<file path="src/logic/cache_geom_pkg.sv">
package cache_geom_pkg;

  // ----------------------------------------
  // address split: | page tag | tlb idx | cache idx | byte |
  // ----------------------------------------
  localparam int cache_idx_lsb = 2;   // word index within the cache
  localparam int tlb_idx_lsb   = 10;  // tlb slot, also low part of line tag
  localparam int page_tag_lsb  = 18;  // virtual or physical page

  typedef logic [7:0]  cache_idx_t;   // addr[9:2]
  typedef logic [7:0]  tlb_idx_t;     // addr[17:10]
  typedef logic [13:0] page_tag_t;    // addr[31:18]

  // stored per cache word, physical page followed by tlb index
  typedef logic [$bits(page_tag_t)+$bits(tlb_idx_t)-1:0] line_tag_t;

endpackage

</file>
<file path="src/logic/mem_bus_pkg.sv">
package mem_bus_pkg;

  typedef logic [31:0] mem_word_t;  // one bus word

  // ----------------------------------------
  // tlb write word layout
  // ----------------------------------------
  localparam int tlb_tag_bits = 14;
  localparam int tlb_ptag_lsb = 16;  // physical tag in bits 29..16
  localparam int tlb_vtag_lsb = 0;   // virtual tag in bits 13..0

  // entry as held in the tlb ram
  typedef struct packed {
    logic [tlb_tag_bits-1:0] ptag;  // replaces the page tag on translation
    logic [tlb_tag_bits-1:0] vtag;  // must match the request page tag
  } tlb_entry_t;

endpackage

</file>
<file path="src/logic/cache_lookup.sv">
`timescale 1ns/1ps

module cache_lookup (
  input  logic                       CPU_CLK,
  input  logic                       RST,
  input  logic [31:0]                cpu_addr,
  input  mem_bus_pkg::mem_word_t     cpu_wdata,
  input  logic                       cpu_we,
  input  logic                       cpu_enable,
  input  logic                       cpu_tlb_we,
  input  logic                       cache_inhibit,
  input  logic                       vmem_act,
  input  logic                       rsp_pulse,
  input  mem_bus_pkg::mem_word_t     rsp_data,
  output mem_bus_pkg::mem_word_t     cpu_rdata,
  output logic                       cache_busy,
  output logic                       mmu_fault,
  output logic                       ram_rd_en,
  output cache_geom_pkg::cache_idx_t ram_rd_idx,
  output cache_geom_pkg::tlb_idx_t   tlb_rd_idx,
  output logic                       job_toggle,
  output logic [31:0]                job_addr,
  output mem_bus_pkg::mem_word_t     job_data,
  output logic                       job_we,
  output logic                       job_tlb,
  input  mem_bus_pkg::mem_word_t     data_q,
  input  cache_geom_pkg::line_tag_t  tag_q,
  input  mem_bus_pkg::tlb_entry_t    tlb_q
);
  import cache_geom_pkg::*;
  import mem_bus_pkg::*;

  logic        s1_vld, s1_we, s1_tlb, s1_vmem;
  logic [31:0] s1_addr;
  mem_word_t   s1_data;
  logic        s2_vld, s2_we, s2_tlb, s2_vmem, s2_line_vld;
  logic [31:0] s2_addr;
  mem_word_t   s2_data;
  logic        pend_vld, pend_we, pend_tlb, pend_vmem;
  logic [31:0] pend_addr;
  mem_word_t   pend_data;
  logic [(1<<$bits(cache_idx_t))-1:0] line_vld;

  logic       offer, pipe_busy, take_pend, take_new;
  logic       fault, hit, launch;
  page_tag_t  virt_tag, phys_tag;
  tlb_idx_t   s2_tlb_idx;
  cache_idx_t job_idx;

  // ----------------------------------------
  // request intake
  // ----------------------------------------
  assign offer     = (cpu_enable || cpu_tlb_we) && !cache_inhibit;
  assign pipe_busy = s1_vld || s2_vld;                    // one lookup in flight at a time
  assign take_pend = pend_vld && !cache_busy && !pipe_busy;
  assign take_new  = offer && !cache_busy && !pipe_busy && !pend_vld;

  assign ram_rd_en  = s1_vld;
  assign ram_rd_idx = s1_addr[cache_idx_lsb +: $bits(cache_idx_t)];
  assign tlb_rd_idx = s1_addr[tlb_idx_lsb +: $bits(tlb_idx_t)];

  always_ff @(posedge CPU_CLK)
  begin
    if (!RST)
    begin
      s1_vld   <= 1'b0;
      s2_vld   <= 1'b0;
      pend_vld <= 1'b0;
    end
    else
    begin
      s1_vld <= take_pend || take_new;
      s2_vld <= s1_vld;
      if (take_pend)
        pend_vld <= offer;                                // slot refills if offered now
      else if (offer && !take_new)
        pend_vld <= 1'b1;
    end
  end

  always_ff @(posedge CPU_CLK)
  begin
    if (take_pend)
    begin
      s1_addr <= pend_addr;
      s1_data <= pend_data;
      s1_we   <= pend_we;
      s1_tlb  <= pend_tlb;
      s1_vmem <= pend_vmem;
    end
    else if (take_new)
    begin
      s1_addr <= cpu_addr;
      s1_data <= cpu_wdata;
      s1_we   <= cpu_we;
      s1_tlb  <= cpu_tlb_we;
      s1_vmem <= vmem_act;
    end
    if (offer && !take_new)                               // latest offer wins
    begin
      pend_addr <= cpu_addr;
      pend_data <= cpu_wdata;
      pend_we   <= cpu_we;
      pend_tlb  <= cpu_tlb_we;
      pend_vmem <= vmem_act;
    end
    s2_addr     <= s1_addr;
    s2_data     <= s1_data;
    s2_we       <= s1_we;
    s2_tlb      <= s1_tlb;
    s2_vmem     <= s1_vmem;
    s2_line_vld <= line_vld[ram_rd_idx];                  // sampled alongside the ram read
  end

  // ----------------------------------------
  // compare and decide
  // ----------------------------------------
  assign virt_tag   = s2_addr[page_tag_lsb +: $bits(page_tag_t)];
  assign s2_tlb_idx = s2_addr[tlb_idx_lsb +: $bits(tlb_idx_t)];
  assign phys_tag   = s2_vmem ? tlb_q.ptag : virt_tag;
  assign fault      = s2_vld && !s2_tlb && s2_vmem && (tlb_q.vtag != virt_tag);
  assign hit        = s2_line_vld && (tag_q == {phys_tag, s2_tlb_idx});
  assign launch     = s2_vld && !fault && (s2_tlb || s2_we || !hit);
  assign job_idx    = job_addr[cache_idx_lsb +: $bits(cache_idx_t)];

  always_ff @(posedge CPU_CLK)
  begin
    if (!RST)
    begin
      cache_busy <= 1'b0;
      mmu_fault  <= 1'b0;
      job_toggle <= 1'b0;
      line_vld   <= '0;
    end
    else
    begin
      mmu_fault <= fault;
      if (launch)
      begin
        cache_busy <= 1'b1;
        job_toggle <= !job_toggle;
      end
      else if (rsp_pulse)
        cache_busy <= 1'b0;
      if (rsp_pulse)
        line_vld[job_idx] <= !job_tlb;                    // tlb writes also hit memory, drop the line
    end
  end

  always_ff @(posedge CPU_CLK)
  begin
    if (launch)
    begin
      job_addr <= s2_tlb ? s2_addr : {phys_tag, s2_addr[page_tag_lsb-1:0]};
      job_data <= s2_data;
      job_we   <= s2_we;
      job_tlb  <= s2_tlb;
    end
    if (s2_vld && !fault && !s2_tlb && !s2_we && hit)
      cpu_rdata <= data_q;
    else if (rsp_pulse && !job_we && !job_tlb)
      cpu_rdata <= rsp_data;                              // miss data from the memory side
  end

  a_job_when_idle: assert property (@(posedge CPU_CLK) disable iff (!RST)
    $changed(job_toggle) |-> cache_busy && !$past(cache_busy))
    else $error("cache_lookup: job issued while busy");

  a_fault_no_job: assert property (@(posedge CPU_CLK) disable iff (!RST)
    mmu_fault |-> !$changed(job_toggle) && !cache_busy)
    else $error("cache_lookup: fault together with a job");

endmodule

</file>
<file path="config.mk">
export PLATFORM = sky130hd
export DESIGN_NAME = cache_lookup
export DESIGN_NICKNAME = d
export VERILOG_FILES = /design/src/logic/cache_geom_pkg.sv /design/src/logic/mem_bus_pkg.sv /design/src/logic/cache_lookup.sv
export SDC_FILE = /design/constraint.sdc
export NUM_CORES = 1
export LEC_CHECK = 0
export BUFFER_PORTS_ARGS = -buffer_cell sky130_fd_sc_hd__buf_2
export CORE_ASPECT_RATIO = 0.9
export CORE_MARGIN = 4
export CORE_UTILIZATION = 35
export CTS_CLUSTER_SIZE = 25
export DETAILED_ROUTE_END_ITERATION = 16
export GPL_TIMING_DRIVEN = 0
export PLACE_DENSITY = 0.56
export SYNTH_ARGS = -nofsm -noshare
export SYNTH_HDL_FRONTEND = slang
export SYNTH_SLANG_ARGS = --single-unit
</file>
<file path="constraint.sdc">
create_clock -name CPU_CLK -period 7 [get_ports CPU_CLK]
set_input_delay 0.35 -clock CPU_CLK [delete_from_list [all_inputs] [get_ports CPU_CLK]]
set_output_delay 0.35 -clock CPU_CLK [all_outputs]
set_load 0.05 [all_outputs]
</file>
# Word level (Yosys, flattened, before mapping)
# Index checks and enable logic that the tools add are counted.
# W data, S select, Z words.
classes:
  muxes: 23
  order_cmp: 3
  n_reduce_logical: 40
  eq_ne: 2
op_table:
  columns: ["cell", "count"]
  rows:
  - ["$bwmux W256", 1]
  - ["$mux W32", 7]
  - ["$eq A22 B22 Y1", 1]
  - ["$logic_and A1 B1 Y1", 19]
  - ["$lt A8 B9 Y1 const B", 2]
  - ["$mux W14", 1]
  - ["$ne A14 B14 Y1", 1]
  - ["$logic_not A1 Y1", 12]
  - ["$mux W1", 12]
  - ["$bmux W1 S8", 1]
  - ["$demux W1 S8", 1]
  - ["$ge A8 B1 Y1 const B", 1]
  - ["$reduce_bool A2 Y1", 4]
  - ["$logic_or A1 B1 Y1", 5]
word_totals:
  word_cells: 96
  regBits: 562
  inputBits: 186
  out_inout_bits: 118

# Depth between registers and ports, before layout
logic_depth:
  depth_word: 10
  mapped_depth: 10
  ltp_nobuf: 6

# Worst setup path before layout
# OpenSTA, ideal clock, no wires.
synth_path:
  path_kind: "input-to-reg"
  startpoint: "input tlb_q[2] (netlist bit)"
  endpoint: "register job_toggle"
  n_path_buf: 0
  cell_stages: 6
  setup_time_ps: 357
  arrival_ps: 6321
  setup_slack_ps: 323
  required_time_ps: 6643
  cell_sequence: "xor2_1 nor4_1 nand4_1 a21boi_0 a21boi_0 mux2i_1"
synth_via:
  elab_chain_len: 5
synth_rtl:
  columns: ["element", "line", "text"]
  rows:
  - ["from (decl)", "cache_lookup.sv:28", "input mem_bus_pkg::tlb_entry_t tlb_q"]
  - ["$ne A14 B14 Y1", "cache_lookup.sv:121", "assign fault = s2_vld && !s2_tlb && s2_vmem && (tlb_q.vtag != virt_tag);"]
  - ["$logic_and A1 B1 Y1", "cache_lookup.sv:121", null]
  - ["$logic_not A1 Y1", "cache_lookup.sv:123", "assign launch = s2_vld && !fault && (s2_tlb || s2_we || !hit);"]
  - ["$logic_and A1 B1 Y1 (2 in series)", "cache_lookup.sv:123", null]
  - ["via launch", "cache_lookup.sv:45", "logic fault, hit, launch;"]
  - ["to (signal assigned)", "cache_lookup.sv:141", "job_toggle <= !job_toggle;"]
  - ["to (decl)", "cache_lookup.sv:21", "output logic job_toggle,"]
# The timed path passes the listed nets, and every way through them passes these cells.
# A chain may end at the register's enable or synchronous reset.

# Final worst setup path
layout_path:
  startpoint: "register s1_addr[3]"
  endpoint: "register s2_line_vld"
layout_via:
  elab_chain_len: 2
layout_rtl:
  columns: ["element", "line", "text"]
  rows:
  - ["from (decl)", "cache_lookup.sv:34", "logic [31:0] s1_addr;"]
  - ["from (signal assigned)", "cache_lookup.sv:85", "s1_addr <= pend_addr;"]
  - ["from (signal assigned)", "cache_lookup.sv:93", "s1_addr <= cpu_addr;"]
  - ["$bmux W1 S8", "cache_lookup.sv:112", "s2_line_vld <= line_vld[ram_rd_idx];"]
  - ["$mux W1 (not written as such)", "cache_lookup.sv:112", null]
  - ["to (signal assigned)", "cache_lookup.sv:112", null]
  - ["to (decl)", "cache_lookup.sv:36", "logic s2_vld, s2_we, s2_tlb, s2_vmem, s2_line_vld;"]
# Every way passes these cells. The select of a mux whose other input is x is not followed.

==> flow_summary.yaml <==
final_layout:
  antenna_cells: 0
  nNetsFinal: 2431
  final.fill_count: 5774
  final_area_um2: 28500
  syn_to_final_growth_pct: 26.8
  drive_above_1_share: 0.247
  multiInputGateArea_um2: 7860
  regArea_um2: 13600
clocking:
  cts_root_buf: "clkbuf_16"
  clk_pin_slew_ns: 0.06
  cts_buffer_depth: 3
  numClockSinks: 562
  htreeDepth: 2
  cts_tree: "yes"
  numCtsBuffers: 58
  clock_latency_ns: 0.65
setup_path:
  slowest_delay_ns: 0.84
  crit_slowest_cell: "clkbuf_1"
  crit_top_cell: "buf_4"
  cp-end-kind: "register"
  crit_arrival_ns: 4.24
  criticalPathCategory: "reg -> reg"
  path_buf_inv: 3
  crit_fanout: 10
  start_kind: "register"
  path_delay_family: "buffers and inverters"
  path_cells: "buf_4 -> buf_4 -> nand3_1 -> clkbuf_1 -> o22ai_1 -> nor4_1 -> nor3_1 -> nor4_2 -> a41oi_1"
  cp.required_ns: 7.47
floorplanning:
  coreArea_um2: 63000
  die_area_um2: 68200
  fp.dieW_um: 275
  die_h_um: 248
  io_pins: 304
  start_util: 0.356
  rows: 87
synthesis:
  async_reset_ff_frac: 0
  yosysTopAreaCellShare: 0.311
  yosysUniqueCellTypes: 55
  syn_avg_cell_area_um2: 12.8
  ys_seq_area_frac: 0.605
  synth_top_flop_cell: "dfxtp_1"
  ys_ff_latch: 562
  synth_warnings: 0
  synthTopCellsByCount: "dfxtp_1 (330), a21oi_1 (257), a311oi_1 (256)"
  syn_inst: 1750
  syn_nets: 1936
  synth_edf_count: 232
  netlist_area_um2: 22400
  yosys.area.top_type: "edfxtp_1"
  yosysMostFrequentCell: "dfxtp_1"
  yosys-top-cells-area: "edfxtp_1 (31%), dfxtp_1 (29%), a311oi_1 (10%)"
pwr:
  share_seq_of_total_power: 0.479
  comb_power_share: 0.089
  p_sw_w: 0.00186
  pwr-share-clk: 0.432
  swShare: 0.247
  power.density_nw_per_um2: 264
  p_int_w: 0.00565
  finalPower_w: 0.00751
  peakVddDrop_mv: 0.206
  power_leakage_nw: 9.82
sta:
  drv_slew: 0
  finalSetupTns_ns: 0
  max_freq_mhz: 265
  worst_hold_slack_ns: 0.0326
  tightest_slew_ns: 1.31
  max_slew_margin: 0.127
  post-route-period-util: 0.539
  setup_viol: 0
  rsz0062_at_grt: "false"
  worst_clock_skew_ns: 0.0304
  fin_crit_ns: 3.77
  finalHoldViolCount: 0
grt:
  grt_pass1_vias: 17800
  antenna_found_initial: 3
  grt-ovfl-total: 0
  grtUsageTotal: 0.229
  grt_max_degree: 58
  grt_pass1_wl_um: 117000
routing:
  vias: 18200
  ant_nets: 0
  post_drt_wl_per_cell_um: 25.8
  post_drt_via_cell_ratio: 5.78
  drtIter0Drc: 2138
  first_pass_iters: 6
  wirelength_um: 80900
  route.detailed.drc: 0
placed_design:
  gp_congestion: 0.963
  io_buffers: 303
  dpl.hpwl_um: 54200
  placed_cell_area_um2: 25200
status:
  status: "complete, no violations"
job:
  maxCapViolCount: 0
worst_hold_path:
  hold_path_class: "in -> reg"
==> timing repair <==
item | CTS | global route
buffers inserted | 0 | 0
hold endpoints to repair | 155 | 0
hold buffers | 126 | 0
gates resized for setup | 0 | 0
==> power by group through the flow <==
stage	sequential, W	combinational, W	clock (W)
6_report	0.00360	0.000672	0.00324
3_3_place_gp	0.00368	0.000584	0
5_1_grt	0.00360	0.000705	0.00344
4_1_cts	0.00360	0.000667	0.00330
2_1_floorplan	0.00371	0.000312	0
3_5_place_dp	0.00367	0.000607	0
==> flip-flops by register name, summed over array words and instances, names as in the netlist, 32 cells and up <==
name / flops
cpu_rdata: 32
job_addr: 32
job_data: 32
line_vld: 256
pend_addr: 32
pend_data: 32
s1_addr: 32
s1_data: 32
s2_addr: 32
s2_data: 32
==> through the flow <==
step	worst slack, ns	cells	util
2_1_floorplan	0.323	1750	-
3_3_place_gp	-3.84	2898	0.397
3_5_place_dp	3.13	2904	0.400
4_1_cts	3.20	3140	0.451
5_1_grt	2.98	3140	0.451
6_report	3.23	3140	0.451
==> metal layers <==
metal / GRT usage / part of all wire / vias to the layer above
met4: 0.0964 / 0.044 / 2
li1: - / - / 7915
met3: 0.0495 / 0.099 / 199
met1: 0.301 / 0.40 / 9018
met5: 0 / 0.00016 / -
met2: 0.368 / 0.46 / 1025
==> layout by cell type, fill, tap and decap left out, types with 9 or more instances in the layout <==
master / instances
o21ai_0: 11
xor2_1: 30
edfxtp_1: 232
clkbuf_1: 169
clkbuf_16: 58
clkinv_2: 9
mux2_2: 89
dfxtp_1: 330
nor4_1: 14
mux4_2: 15
a221oi_1: 10
buf_4: 25
nor2b_1: 11
mux4_1: 12
a21oi_1: 257
mux2i_1: 84
o22ai_1: 21
a311oi_1: 256
dlygate4sd3_1: 126
nand2b_1: 11
mux2_1: 29
nor3_1: 15
nor2_1: 38
buf_2: 322
==> logic make-up (layout without fill, tap and decap cells) <==
logic type | count (synthesis) | after routing | synth area share
XOR/XNOR | 36 | 36 | 0.0141
AND/OR/NAND/NOR | 127 | 127 | 0.0303
multiplexers | 229 | 229 | 0.126
AO/OA/AOI/OAI | 580 | 580 | 0.179
buffers and inverters | 216 | 761 | 0.0457
flip-flops | 562 | 562 | 0.605
==> worst paths after layout <==
check	from	end	slack, ns	cells after the start
worst max-delay path	s1_addr[3]	s2_line_vld	3.23	9
worst min-delay path	rsp_data[2]	cpu_rdata[2]	0.03	2
worst max register to register	s1_addr[3]	s2_line_vld	3.23	9
worst min register to register	s1_data[22]	s2_data[22]	0.31	0
==> cell type report <==
class | count | share of cell area
multi-input combinational | 972 | 0.276
timing repair buffer | 435 | 0.103
clock inverter | 31 | 0.0149
tap | 845 | 0.0372
clock buffer | 79 | 0.0555
buffer | 211 | 0.0354
inverter | 5 | 0.000660
sequential | 562 | 0.477
Note: power is estimated with default switching activity, not from simulation.
