==> src/logic/cache_geom_pkg.sv <==
package cache_geom_pkg;

  // ----------------------------------------
  // address split: | page tag | tlb idx | cache idx | byte |
  // ----------------------------------------
  localparam int cache_idx_lsb = 2;   // word index within the cache
  localparam int tlb_idx_lsb   = 10;  // tlb slot, also low part of line tag
  localparam int page_tag_lsb  = 18;  // virtual or physical page

  typedef logic [7:0]  cache_idx_t;   // addr[9:2]
  typedef logic [7:0]  tlb_idx_t;     // addr[17:10]
  typedef logic [13:0] page_tag_t;    // addr[31:18]

  // stored per cache word, physical page followed by tlb index
  typedef logic [$bits(page_tag_t)+$bits(tlb_idx_t)-1:0] line_tag_t;

endpackage

==> src/logic/mem_bus_pkg.sv <==
package mem_bus_pkg;

  typedef logic [31:0] mem_word_t;  // one bus word

  // ----------------------------------------
  // tlb write word layout
  // ----------------------------------------
  localparam int tlb_tag_bits = 14;
  localparam int tlb_ptag_lsb = 16;  // physical tag in bits 29..16
  localparam int tlb_vtag_lsb = 0;   // virtual tag in bits 13..0

  // entry as held in the tlb ram
  typedef struct packed {
    logic [tlb_tag_bits-1:0] ptag;  // replaces the page tag on translation
    logic [tlb_tag_bits-1:0] vtag;  // must match the request page tag
  } tlb_entry_t;

endpackage

==> src/logic/mem_fill_engine.sv <==
`timescale 1ns/1ps

module mem_fill_engine (
  input  logic                       MCU_CLK,
  input  logic                       RST,
  input  logic                       job_start,
  input  logic [31:0]                job_addr,
  input  mem_bus_pkg::mem_word_t     job_data,
  input  logic                       job_we,
  input  logic                       job_tlb,
  input  logic                       mem_ack,
  input  mem_bus_pkg::mem_word_t     mem_rdata,
  input  logic                       mem_grant,
  output logic [31:0]                mem_addr,
  output mem_bus_pkg::mem_word_t     mem_wdata,
  output logic                       mem_we,
  output logic                       mem_req,
  output logic                       rsp_toggle,
  output mem_bus_pkg::mem_word_t     rsp_data,
  output logic                       data_wr_en,
  output cache_geom_pkg::cache_idx_t data_wr_idx,
  output mem_bus_pkg::mem_word_t     data_wr_word,
  output cache_geom_pkg::line_tag_t  tag_wr_tag,
  output logic                       tlb_wr_en,
  output cache_geom_pkg::tlb_idx_t   tlb_wr_idx,
  output mem_bus_pkg::tlb_entry_t    tlb_wr_entry
);
  import cache_geom_pkg::*;
  import mem_bus_pkg::*;

  typedef enum logic [1:0] {
    st_idle,
    st_request,
    st_commit
  } state_t;

  state_t state;
  logic   we_q;            // write strobe level until the ack
  logic   op_we, op_tlb;
  logic   bus_done;

  // ----------------------------------------
  // bus side shared with dma through the grant
  // ----------------------------------------
  assign mem_req  = (state == st_request) && mem_grant;
  assign mem_we   = we_q && mem_grant;
  assign bus_done = mem_req && mem_ack;

  always_ff @(posedge MCU_CLK)
  begin
    if (!RST)
    begin
      state      <= st_idle;
      we_q       <= 1'b0;
      rsp_toggle <= 1'b0;
    end
    else
    begin
      case (state)
        st_idle:
          if (job_start)
          begin
            state <= st_request;
            we_q  <= job_we || job_tlb;  // tlb update goes out as a store
          end
        st_request:
          if (bus_done)
          begin
            state <= st_commit;
            we_q  <= 1'b0;
          end
        st_commit:
        begin
          state      <= st_idle;
          rsp_toggle <= !rsp_toggle;     // ram write lands on this edge too
        end
        default:
          state <= st_idle;
      endcase
    end
  end

  always_ff @(posedge MCU_CLK)
  begin
    if (state == st_idle && job_start)
    begin
      mem_addr  <= job_addr;
      mem_wdata <= job_data;
      op_we     <= job_we;
      op_tlb    <= job_tlb;
    end
    if (bus_done)
      rsp_data <= mem_rdata;             // held until the next ack
  end

  // ----------------------------------------
  // cache and tlb ram writes
  // ----------------------------------------
  assign data_wr_en   = (state == st_commit) && !op_tlb;
  assign data_wr_idx  = mem_addr[cache_idx_lsb +: $bits(cache_idx_t)];
  assign data_wr_word = op_we ? mem_wdata : rsp_data;
  assign tag_wr_tag   = mem_addr[tlb_idx_lsb +: $bits(line_tag_t)];

  assign tlb_wr_en         = (state == st_commit) && op_tlb;
  assign tlb_wr_idx        = mem_addr[tlb_idx_lsb +: $bits(tlb_idx_t)];
  assign tlb_wr_entry.ptag = mem_wdata[tlb_ptag_lsb +: tlb_tag_bits];
  assign tlb_wr_entry.vtag = mem_wdata[tlb_vtag_lsb +: tlb_tag_bits];

  a_we_with_req: assert property (@(posedge MCU_CLK) disable iff (!RST)
    mem_we |-> mem_req && (op_we || op_tlb))
    else $error("mem_fill_engine: mem_we without a store request");

endmodule

==> config.mk <==
export PLATFORM = sky130hd
export DESIGN_NAME = mem_fill_engine
export DESIGN_NICKNAME = d
export VERILOG_FILES = /design/src/logic/cache_geom_pkg.sv /design/src/logic/mem_bus_pkg.sv /design/src/logic/mem_fill_engine.sv
export SDC_FILE = /design/constraint.sdc
export NUM_CORES = 1
export LEC_CHECK = 0
export BUFFER_PORTS_ARGS = -buffer_cell sky130_fd_sc_hd__buf_2
export CORE_AREA = 2 2 119 121
export DETAILED_ROUTE_END_ITERATION = 8
export DIE_AREA = 0 0 121 123
export HOLD_SLACK_MARGIN = 0.1
export SYNTH_ARGS = -nofsm -noshare
export SYNTH_HDL_FRONTEND = slang
export SYNTH_SLANG_ARGS = --single-unit
==> constraint.sdc <==
create_clock -name MCU_CLK -period 10.8 [get_ports MCU_CLK]
set_clock_uncertainty 0.1 [all_clocks]
set_input_delay 2.16 -clock MCU_CLK [delete_from_list [all_inputs] [get_ports MCU_CLK]]
set_output_delay 2.16 -clock MCU_CLK [all_outputs]
set_load 0.01 [all_outputs]
; After elaboration in Yosys (flattened, before gate mapping)
; Index checks and enable logic that the tools add are counted.
[word_totals]
register_bits = 102
in_bits = 103
out_inout_bits = 199
[op_classes]
n_eq_ne = 4
n_mux = 7
reduce_logical = 13
[op_table]
columns = operator, count
row1 = 2-to-1 mux 32 bit, 1
row2 = logical AND 1 bit, 6
row3 = 2-to-1 mux 2 bit, 2
row4 = "inequality test 2 bit, second input constant", 2
row5 = case mux 2 bit (2 select lines), 1
row6 = AND reduction 3 bit, 1
row7 = "equality test 2 x 1 -> 1 bit, second input constant", 1
row8 = "equality test 2 bit, second input constant", 1
row9 = logical NOT 1 bit, 2
row10 = logical NOT 2 bit, 1
row11 = 2-to-1 mux 1 bit, 2
row12 = case mux 1 bit (2 select lines), 1
row13 = AND reduction 2 bit, 1
row14 = nonzero test 2 bit, 1
row15 = logical OR 1 bit, 1

; Longest topological paths before layout
; Gate-level depths: netlist (run 1).
[depth]
depth_word = 5
depth_mapped = 3

; Worst setup path after synthesis (run 1)
; Ideal clock, no wire load.
[synth_timing]
path_kind = in2reg
startpoint = in job_start
endpoint = reg we_q
setup_ns = 0.083
arrival_ns = 7.764
required_time_ns = 10.617
slack_ns = 2.852
cell_stages = 3
n_path_buf = 0
cell_sequence = nor3b_1 > o21ai_0 > a21boi_1
[synth_via]
elab_chain_cells = 2
[synth_lines]
columns = item, line_no
row1 = "start, declared", mem_fill_engine.sv:6  ; input logic job_start,
row2 = inequality test 2 bit (no line), -
row3 = AND reduction 3 bit (no line), -
row4 = "end signal, assigned", mem_fill_engine.sv:64  ; we_q <= job_we || job_tlb;
row5 = "end, declared", mem_fill_engine.sv:38  ; logic we_q;
; Every way passes these cells.
; A chain may end at the register's enable or synchronous reset.

; Final worst setup path (run 1)
[layout_timing]
startpoint = in mem_grant
endpoint = out mem_we
[layout_via]
elab_chain_cells = 1
[layout_lines]
columns = item, line_no
row1 = "start, declared", mem_fill_engine.sv:13  ; input logic mem_grant,
row2 = logical AND 1 bit, mem_fill_engine.sv:46  ; assign mem_we = we_q && mem_grant;
row3 = "end, declared", mem_fill_engine.sv:16  ; output logic mem_we,
; Every way passes these cells.

==> flow_metrics.env, run 1 <==
export IMPL_ir_drop_mv=0.0708
export IMPL_fin_crit_ns=4.82
export IMPL_async_flop_share_pct=0
export IMPL_tns_ns=0
export IMPL_antenna_found_initial=0
export IMPL_synth_edf_count=98
export IMPL_crit_top_cell="buf_2"
export IMPL_p_per_area_nw_per_um2=167
export IMPL_ctsHtreeMaxLevel=3
export IMPL_ys_top_cells_by_area="edfxtp_1 (73%), buf_4 (12%), mux2_2 (8.4%)"
export IMPL_end_kind="output pin"
export IMPL_worstSetupPathType="in2out"
export IMPL_slew_viol_final=0
export IMPL_synth_simple_area_share_pct=2.12
export IMPL_wirelength_mm=9.86
export IMPL_fp_dieArea_sq_um=14900
export IMPL_cts_inserted_buffers=9
export IMPL_placedCellCount=635
export IMPL_regToRegEndpoint="rsp_data[8]"
export IMPL_worstMarginPinSlew_ns=0.600
export IMPL_post_cts_buffers=0
export IMPL_grtUsageTotal_pct=12.5
export IMPL_fmax_ghz=0.208
export IMPL_netlist_area_sq_um=4010
export IMPL_crit_chain="buf_2 -> and2_1 -> buf_2"
export IMPL_synth_top_area_share_pct=73.4
export IMPL_yosysWarningCount=0
export IMPL_max_stage_delay_ns=0.15
export IMPL_met3_usage_pct=4.66
export IMPL_dr_total_vias=2622
export IMPL_syn_nets=324
export IMPL_grt_max_degree=43
export IMPL_crit_start="mem_grant"
export IMPL_synth_adder_area_share_pct=0
export IMPL_finalHoldViolCount=0
export IMPL_yosysUniqueCellTypes=20
export IMPL_worstPathArrival_ns=2.56
export IMPL_ctsLongestPathBuffers=2
export IMPL_grtUsageMet2_pct=21.0
export IMPL_cts_root_buf="clkbuf_16"
export IMPL_post_route_cells_drive_above_1_share_pct=74.7
export IMPL_synthCells=221
export IMPL_leakage_nw=2.49
export IMPL_overflow=0
export IMPL_required_ns=8.54
export IMPL_reg2reg_depth=1
export IMPL_outcome="completed"
export IMPL_start_util_pct=29.4
export IMPL_synth_seq_cells=102
export IMPL_gp_congestion=0.793
export IMPL_hold_buffers=0
export IMPL_ys_flop_type="edfxtp_1"
export IMPL_ant_nets=0
export IMPL_fp_row_count=43
export IMPL_grt_pass1_wl_mm=13.7
export IMPL_finalCritPeriodShare_pct=44.6
export IMPL_n_antenna_cell=0
export IMPL_io_buffers=301
export IMPL_drc=0
export IMPL_setup_viol=0
export IMPL_synth_xor_area_share_pct=0.219
export IMPL_use_met1_pct=15.0
export IMPL_worst_r2r_setup_slack_ns=9.21
export IMPL_worstReg2RegStart="state[1]"
export IMPL_nFillCells=1285
export IMPL_synth_compound_area_share_pct=0.312
export IMPL_nets=569
export IMPL_die_h_um=123
export IMPL_critPathMaxFanout=3
export IMPL_grt_setup_unrepaired="no"
export IMPL_wl_per_cell_um=15.2
export IMPL_io_pins=302
export IMPL_drt_iter0_markers=88
export IMPL_die_w_um=121
export IMPL_cts_sinks=102
export IMPL_avgSynthCellArea_sq_um=18.1
export IMPL_synthMuxAreaShare_pct=8.99
export IMPL_start_kind="input pin"
export IMPL_hold_path_class="reg2reg"
export IMPL_coreArea_sq_um=13600
export IMPL_yosysTopAreaCell="edfxtp_1"
export IMPL_dp_hpwl_mm=7.60
export IMPL_synth_top_family_by_area="buffers and inverters"
export IMPL_first_pass_iters=4
export IMPL_global_route_peak_usage_layer="met2"
export IMPL_yosysSeqAreaShare_pct=75.4
export IMPL_fin_cells=650
export IMPL_insertion_delay_ns=0.33
export IMPL_tritoncts="yes"
export IMPL_multi_input_area_sq_um=472
export IMPL_crit_path_top_delay_cell="and2_1"
export IMPL_areaGrowthSynthToFinish_pct=39.5
export IMPL_grt_pass1_vias=2570
export IMPL_maxCapViolCount=0
export IMPL_slew_headroom_pct=60.0
export IMPL_postCtsResizedCells=0
export IMPL_seq_area_sq_um=3020
export IMPL_setup_worst_path_end="mem_we"
export IMPL_viasPerCell=4.03
export IMPL_clkTransAtPathRegs_ns=0.06
## Yosys cell counts, drive strengths merged, types with 3 or more instances
library cell  count
and2              3
buf              69
dfxtp             4
edfxtp           98
mux2             32
nor2              4
## cell type report
class | instances | area share (%)
well taps | 180 | 4.03
flip-flops and latches | 102 | 54.1
clock inverters | 6 | 1.99
clock buffers | 9 | 4.03
inverters | 1 | 0.0672
multi-input cells | 48 | 8.44
repair buffers | 304 | 27.4
## per-layer routing
layer / up-vias / part of all wire, %
met5: - / 0
met3: 4 / 8.2
met1: 1248 / 40
li1: 1231 / -
met2: 139 / 51
met4: 0 / 0.48
## cell usage in the layout, fill, tap and decap left out, types with 2 or more instances in the layout
cell type / instances
edfxtp_1: 98
bufinv_16: 3
dfxtp_1: 4
mux2_1: 2
nor2_1: 4
clkbuf_16: 9
clkinv_4: 2
buf_4: 3
buf_2: 301
and2_1: 2
mux2_2: 30
## critical path, delay by kind of cell
family,cells,cell delay [ns]
buffers and inverters,2,0.24
AND/OR/NAND/NOR,1,0.15
## how the worst min path moves through the flow
| stage | endpoint | startpoint | slack, ns | depth (start not counted) |
|---|---|---|---|---|
| 6_report | state[0] | state[1] | 0.43 | 1 |
| 3_5_place_dp | state[0] | state[1] | 0.41 | 1 |
| 5_1_grt | state[0] | state[1] | 0.48 | 1 |
| 4_1_cts | state[0] | state[1] | 0.44 | 1 |
| 3_3_place_gp | state[0] | state[1] | 0.41 | 1 |
| 2_1_floorplan | state[0] | state[1] | 0.35 | 1 |
## cell families after synthesis
group | Yosys count
buf+inv | 71
simple gates | 13
mux | 32
compound gates | 2
xor+xnor | 1
flops | 102
## sequential cells by signal (all words and copies together) (netlist names)
| name | count |
|---|---|
| mem_addr | 32 |
| mem_wdata | 32 |
| op_tlb | 1 |
| op_we | 1 |
| rsp_data | 32 |
| rsp_toggle | 1 |
| state | 2 |
| we_q | 1 |
## stage by stage
| stage | utilization [%] | cell area, sq um | setup WS (ns) | hold WS (ns) | total power [mW] |
|---|---|---|---|---|---|
| 2_1_floorplan | - | 4010 | 2.85 | 0.351 | 0.541 |
| 3_3_place_gp | 38.6 | 5250 | 6.00 | 0.410 | 0.583 |
| 3_5_place_dp | 38.6 | 5250 | 5.99 | 0.408 | 0.584 |
| 4_1_cts | 41.1 | 5590 | 5.98 | 0.436 | 0.949 |
| 5_1_grt | 41.1 | 5590 | 5.96 | 0.483 | 0.972 |
| 6_report | 41.1 | 5590 | 5.98 | 0.432 | 0.933 |
## where the power goes
part / total (mW) / switching, mW / internal [mW]
sequential: 0.470 / 0.0116 / 0.458
clock: 0.360 / 0.135 / 0.225
combinational: 0.104 / 0.0550 / 0.0488
total: 0.933 / 0.201 / 0.732
No activity file was read; power rests on OpenSTA's default activity.
==> run 2, diff against run 1 <==
--- a/config.mk
+++ b/config.mk
@@ -5,11 +5,13 @@
 export SDC_FILE = /design/constraint.sdc
 export NUM_CORES = 1
 export LEC_CHECK = 0
+export ABC_AREA = 1
 export BUFFER_PORTS_ARGS = -buffer_cell sky130_fd_sc_hd__buf_2
-export CORE_AREA = 2 2 119 121
+export CORE_AREA = 2 2 117 119
 export DETAILED_ROUTE_END_ITERATION = 8
-export DIE_AREA = 0 0 121 123
+export DIE_AREA = 0 0 119 121
 export HOLD_SLACK_MARGIN = 0.1
+export PLACE_DENSITY = 0.65
 export SYNTH_ARGS = -nofsm -noshare
 export SYNTH_HDL_FRONTEND = slang
 export SYNTH_SLANG_ARGS = --single-unit
==> constraint.sdc (replaced) <==
create_clock -name MCU_CLK -period 5 [get_ports MCU_CLK]
set_clock_uncertainty 0.1 [all_clocks]
set_input_delay 1 -clock MCU_CLK [delete_from_list [all_inputs] [get_ports MCU_CLK]]
set_output_delay 1 -clock MCU_CLK [all_outputs]
set_load 0.01 [all_outputs]
==> run 2 against run 1 <==
Effect of this change: die area shrank 3.3%; sequential share of layout area fell by 0.78 points; largest cell class unchanged; critical path type is now reg2out; count of clock-buffer cells in the layout is the same; global-route usage grew 0.93 points; highest routed layer unchanged.
==> flow_metrics.env, run 2 <==
export IMPL_maxCapViolCount=0
export IMPL_pwr_share_seq_pct=51.0
export IMPL_drt_iter0_markers=79
export IMPL_critPathMaxFanout=24
export IMPL_hold_path_class="reg2reg"
export IMPL_cts_sinks=102
export IMPL_placedCellCount=640
export IMPL_crit_chain="buf_4 -> mux2_4 -> buf_2"
export IMPL_synthCells=230
export IMPL_worstSetupPathType="reg2out"
export IMPL_clkTransAtPathRegs_ns=0.07
export IMPL_worstPathArrival_ns=2.07
export IMPL_critPathBufInv=2
export IMPL_gp_congestion=0.816
export IMPL_multi_input_area_sq_um=558
export IMPL_yosysSeqAreaShare_pct=72.4
export IMPL_switchingPower_mw=0.458
export IMPL_ys_top_cells_by_area="edfxtp_1 (71%), buf_4 (12%), mux2_4 (11%)"
export IMPL_cp_top_family="buffers and inverters"
export IMPL_nFillCells=1244
export IMPL_leakage_nw=2.65
export IMPL_fp_dieArea_sq_um=14400
export IMPL_worst_r2r_setup_slack_ns=2.85
export IMPL_async_flop_share_pct=0
export IMPL_final_area_sq_um=5670
export IMPL_areaGrowthSynthToFinish_pct=35.9
export IMPL_yosysUniqueCellTypes=15
export IMPL_finalCritPeriodShare_pct=63.3
export IMPL_tns_ns=0
export IMPL_cts_root_buf="clkbuf_16"
export IMPL_antenna_found_initial=0
export IMPL_layout_commonest_cell="buf_2"
export IMPL_postCtsResizedCells=0
export IMPL_viasPerCell=4.09
export IMPL_reg2reg_depth=4
export IMPL_ys_flop_type="edfxtp_1"
export IMPL_yosysWarningCount=0
export IMPL_first_pass_iters=4
export IMPL_fmax_ghz=0.316
export IMPL_tritoncts="yes"
export IMPL_start_util_pct=31.9
export IMPL_fin_cells=656
export IMPL_setup_viol=0
export IMPL_ctsHtreeMaxLevel=3
export IMPL_fin_util_pct=43.3
export IMPL_die_w_um=119
export IMPL_post_cts_buffers=0
export IMPL_io_buffers=301
export IMPL_wl_per_cell_um=15.7
export IMPL_pwr_share_comb_pct=12.5
export IMPL_top_regs="mem_addr x32, mem_wdata x32, rsp_data x32"
export IMPL_p_per_area_nw_per_um2=354
export IMPL_n_antenna_cell=0
export IMPL_crit_path_top_delay_cell="edfxtp_1"
export IMPL_synth_seq_cells=102
export IMPL_dpl_cell_area_sq_um=5360
export IMPL_finalHoldViolCount=0
export IMPL_worstReg2RegStart="state[1]"
export IMPL_insertion_delay_ns=0.34
export IMPL_swShare_pct=22.8
export IMPL_power_mw=2.01
export IMPL_slew_viol_final=0
export IMPL_grt_pass1_wl_mm=14.3
export IMPL_path_depth=3
export IMPL_setup_worst_path_end="data_wr_word[22]"
export IMPL_ant_nets=0
export IMPL_avgSynthCellArea_sq_um=18.1
export IMPL_required_ns=3.90
export IMPL_post_route_cells_drive_above_1_share_pct=73.1
export IMPL_final_cell_mix="buf_2 (301), edfxtp_1 (98), mux2_4 (30), clkbuf_16 (9), nor2_1 (7)"
export IMPL_yosysTopAreaCell="edfxtp_1"
export IMPL_fp_row_count=42
export IMPL_grtUsageTotal_pct=13.5
export IMPL_p_clk_share_pct=36.5
export IMPL_seq_area_sq_um=3020
export IMPL_netlist_area_sq_um=4170
export IMPL_worstMarginPinSlew_ns=0.838
export IMPL_grt_max_degree=39
export IMPL_syn_nets=333
export IMPL_synth_most_common_cell="edfxtp_1"
export IMPL_fin_crit_ns=3.17
export IMPL_internal_power_mw=1.55
export IMPL_start_kind="register"
export IMPL_wirelength_mm=10.3
export IMPL_synth_top_area_share_pct=70.5
export IMPL_overflow=0
export IMPL_crit_start="op_we"
export IMPL_cts_inserted_buffers=9
export IMPL_outcome="completed"
export IMPL_dr_total_vias=2681
export IMPL_hold_buffers=0
export IMPL_grt_setup_unrepaired="no"
export IMPL_drc=0
export IMPL_end_kind="output pin"
export IMPL_regToRegEndpoint="mem_addr[10]"
export IMPL_slew_headroom_pct=44.0
export IMPL_nets=578
export IMPL_ir_drop_mv=0.155
export IMPL_coreArea_sq_um=13100
export IMPL_synth_edf_count=98
export IMPL_max_stage_delay_ns=0.67
export IMPL_dp_hpwl_mm=7.97
export IMPL_die_h_um=121
export IMPL_io_pins=302
export IMPL_ctsLongestPathBuffers=2
export IMPL_grt_pass1_vias=2589
export IMPL_synth_common_cells="edfxtp_1 (98), buf_4 (66), mux2_4 (30)"
run 2: cells by family (layout without fill, tap and decap cells):
family | after synthesis | after routing | synth area share, %
DFF | 102 | 102 | 72.4
AOI/OAI and AO/OA | 2 | 2 | 0.240
xor gates and xnor gates | 1 | 1 | 0.210
muxes | 32 | 32 | 11.3
buffers and inverters | 77 | 327 | 14.2
and+or+nand+nor | 16 | 16 | 1.59
run 2: metal layers:
metal	vias to the layer above	global-route usage, %	share of wire (%)
li1	1248	-	-
met2	138	22.1	50
met5	-	0	0
met4	0	6.62	1.9
met3	12	2.96	5.7
met1	1283	16.9	42
run 2: how the worst min path moves through the flow:
stage / startpoint / endpoint / slack [ns] / depth (start not counted)
2_1_floorplan: we_q / we_q / 0.34 / 2
3_3_place_gp: we_q / we_q / 0.35 / 2
3_5_place_dp: we_q / we_q / 0.36 / 2
4_1_cts: we_q / we_q / 0.37 / 2
5_1_grt: we_q / we_q / 0.42 / 2
6_report: we_q / we_q / 0.37 / 2
run 2: layout make-up:
type | count | area share, %
flip-flops and latches | 102 | 53.3
repair buffers | 304 | 27.0
multi-input cells | 51 | 9.84
clock buffers | 9 | 3.97
well taps | 176 | 3.88
clock inverters | 7 | 1.57
inverters | 7 | 0.463
run 2: power groups by stage:
| stage | Clock, mW | Combinational [mW] | Sequential, mW |
|---|---|---|---|
| floorplan | 0 | 0.144 | 1.06 |
| global placement | 0 | 0.252 | 1.04 |
| detailed placement | 0 | 0.255 | 1.04 |
| CTS | 0.750 | 0.255 | 1.02 |
| global route | 0.779 | 0.270 | 1.03 |
| finish | 0.732 | 0.251 | 1.02 |
run 2: metrics by stage:
stage | hold slack [ns] | setup slack (ns)
2_1_floorplan | 0.336 | 2.11
3_3_place_gp | 0.352 | 2.25
3_5_place_dp | 0.357 | 2.18
4_1_cts | 0.368 | 1.79
5_1_grt | 0.417 | 1.73
6_report | 0.372 | 1.83
run 2: tightest hold or removal path, cell delays in order, from the launching register on:
cell and delay (ns):
dfxtp_1 0.32, nand2_1 0.06, a21oi_1 0.05
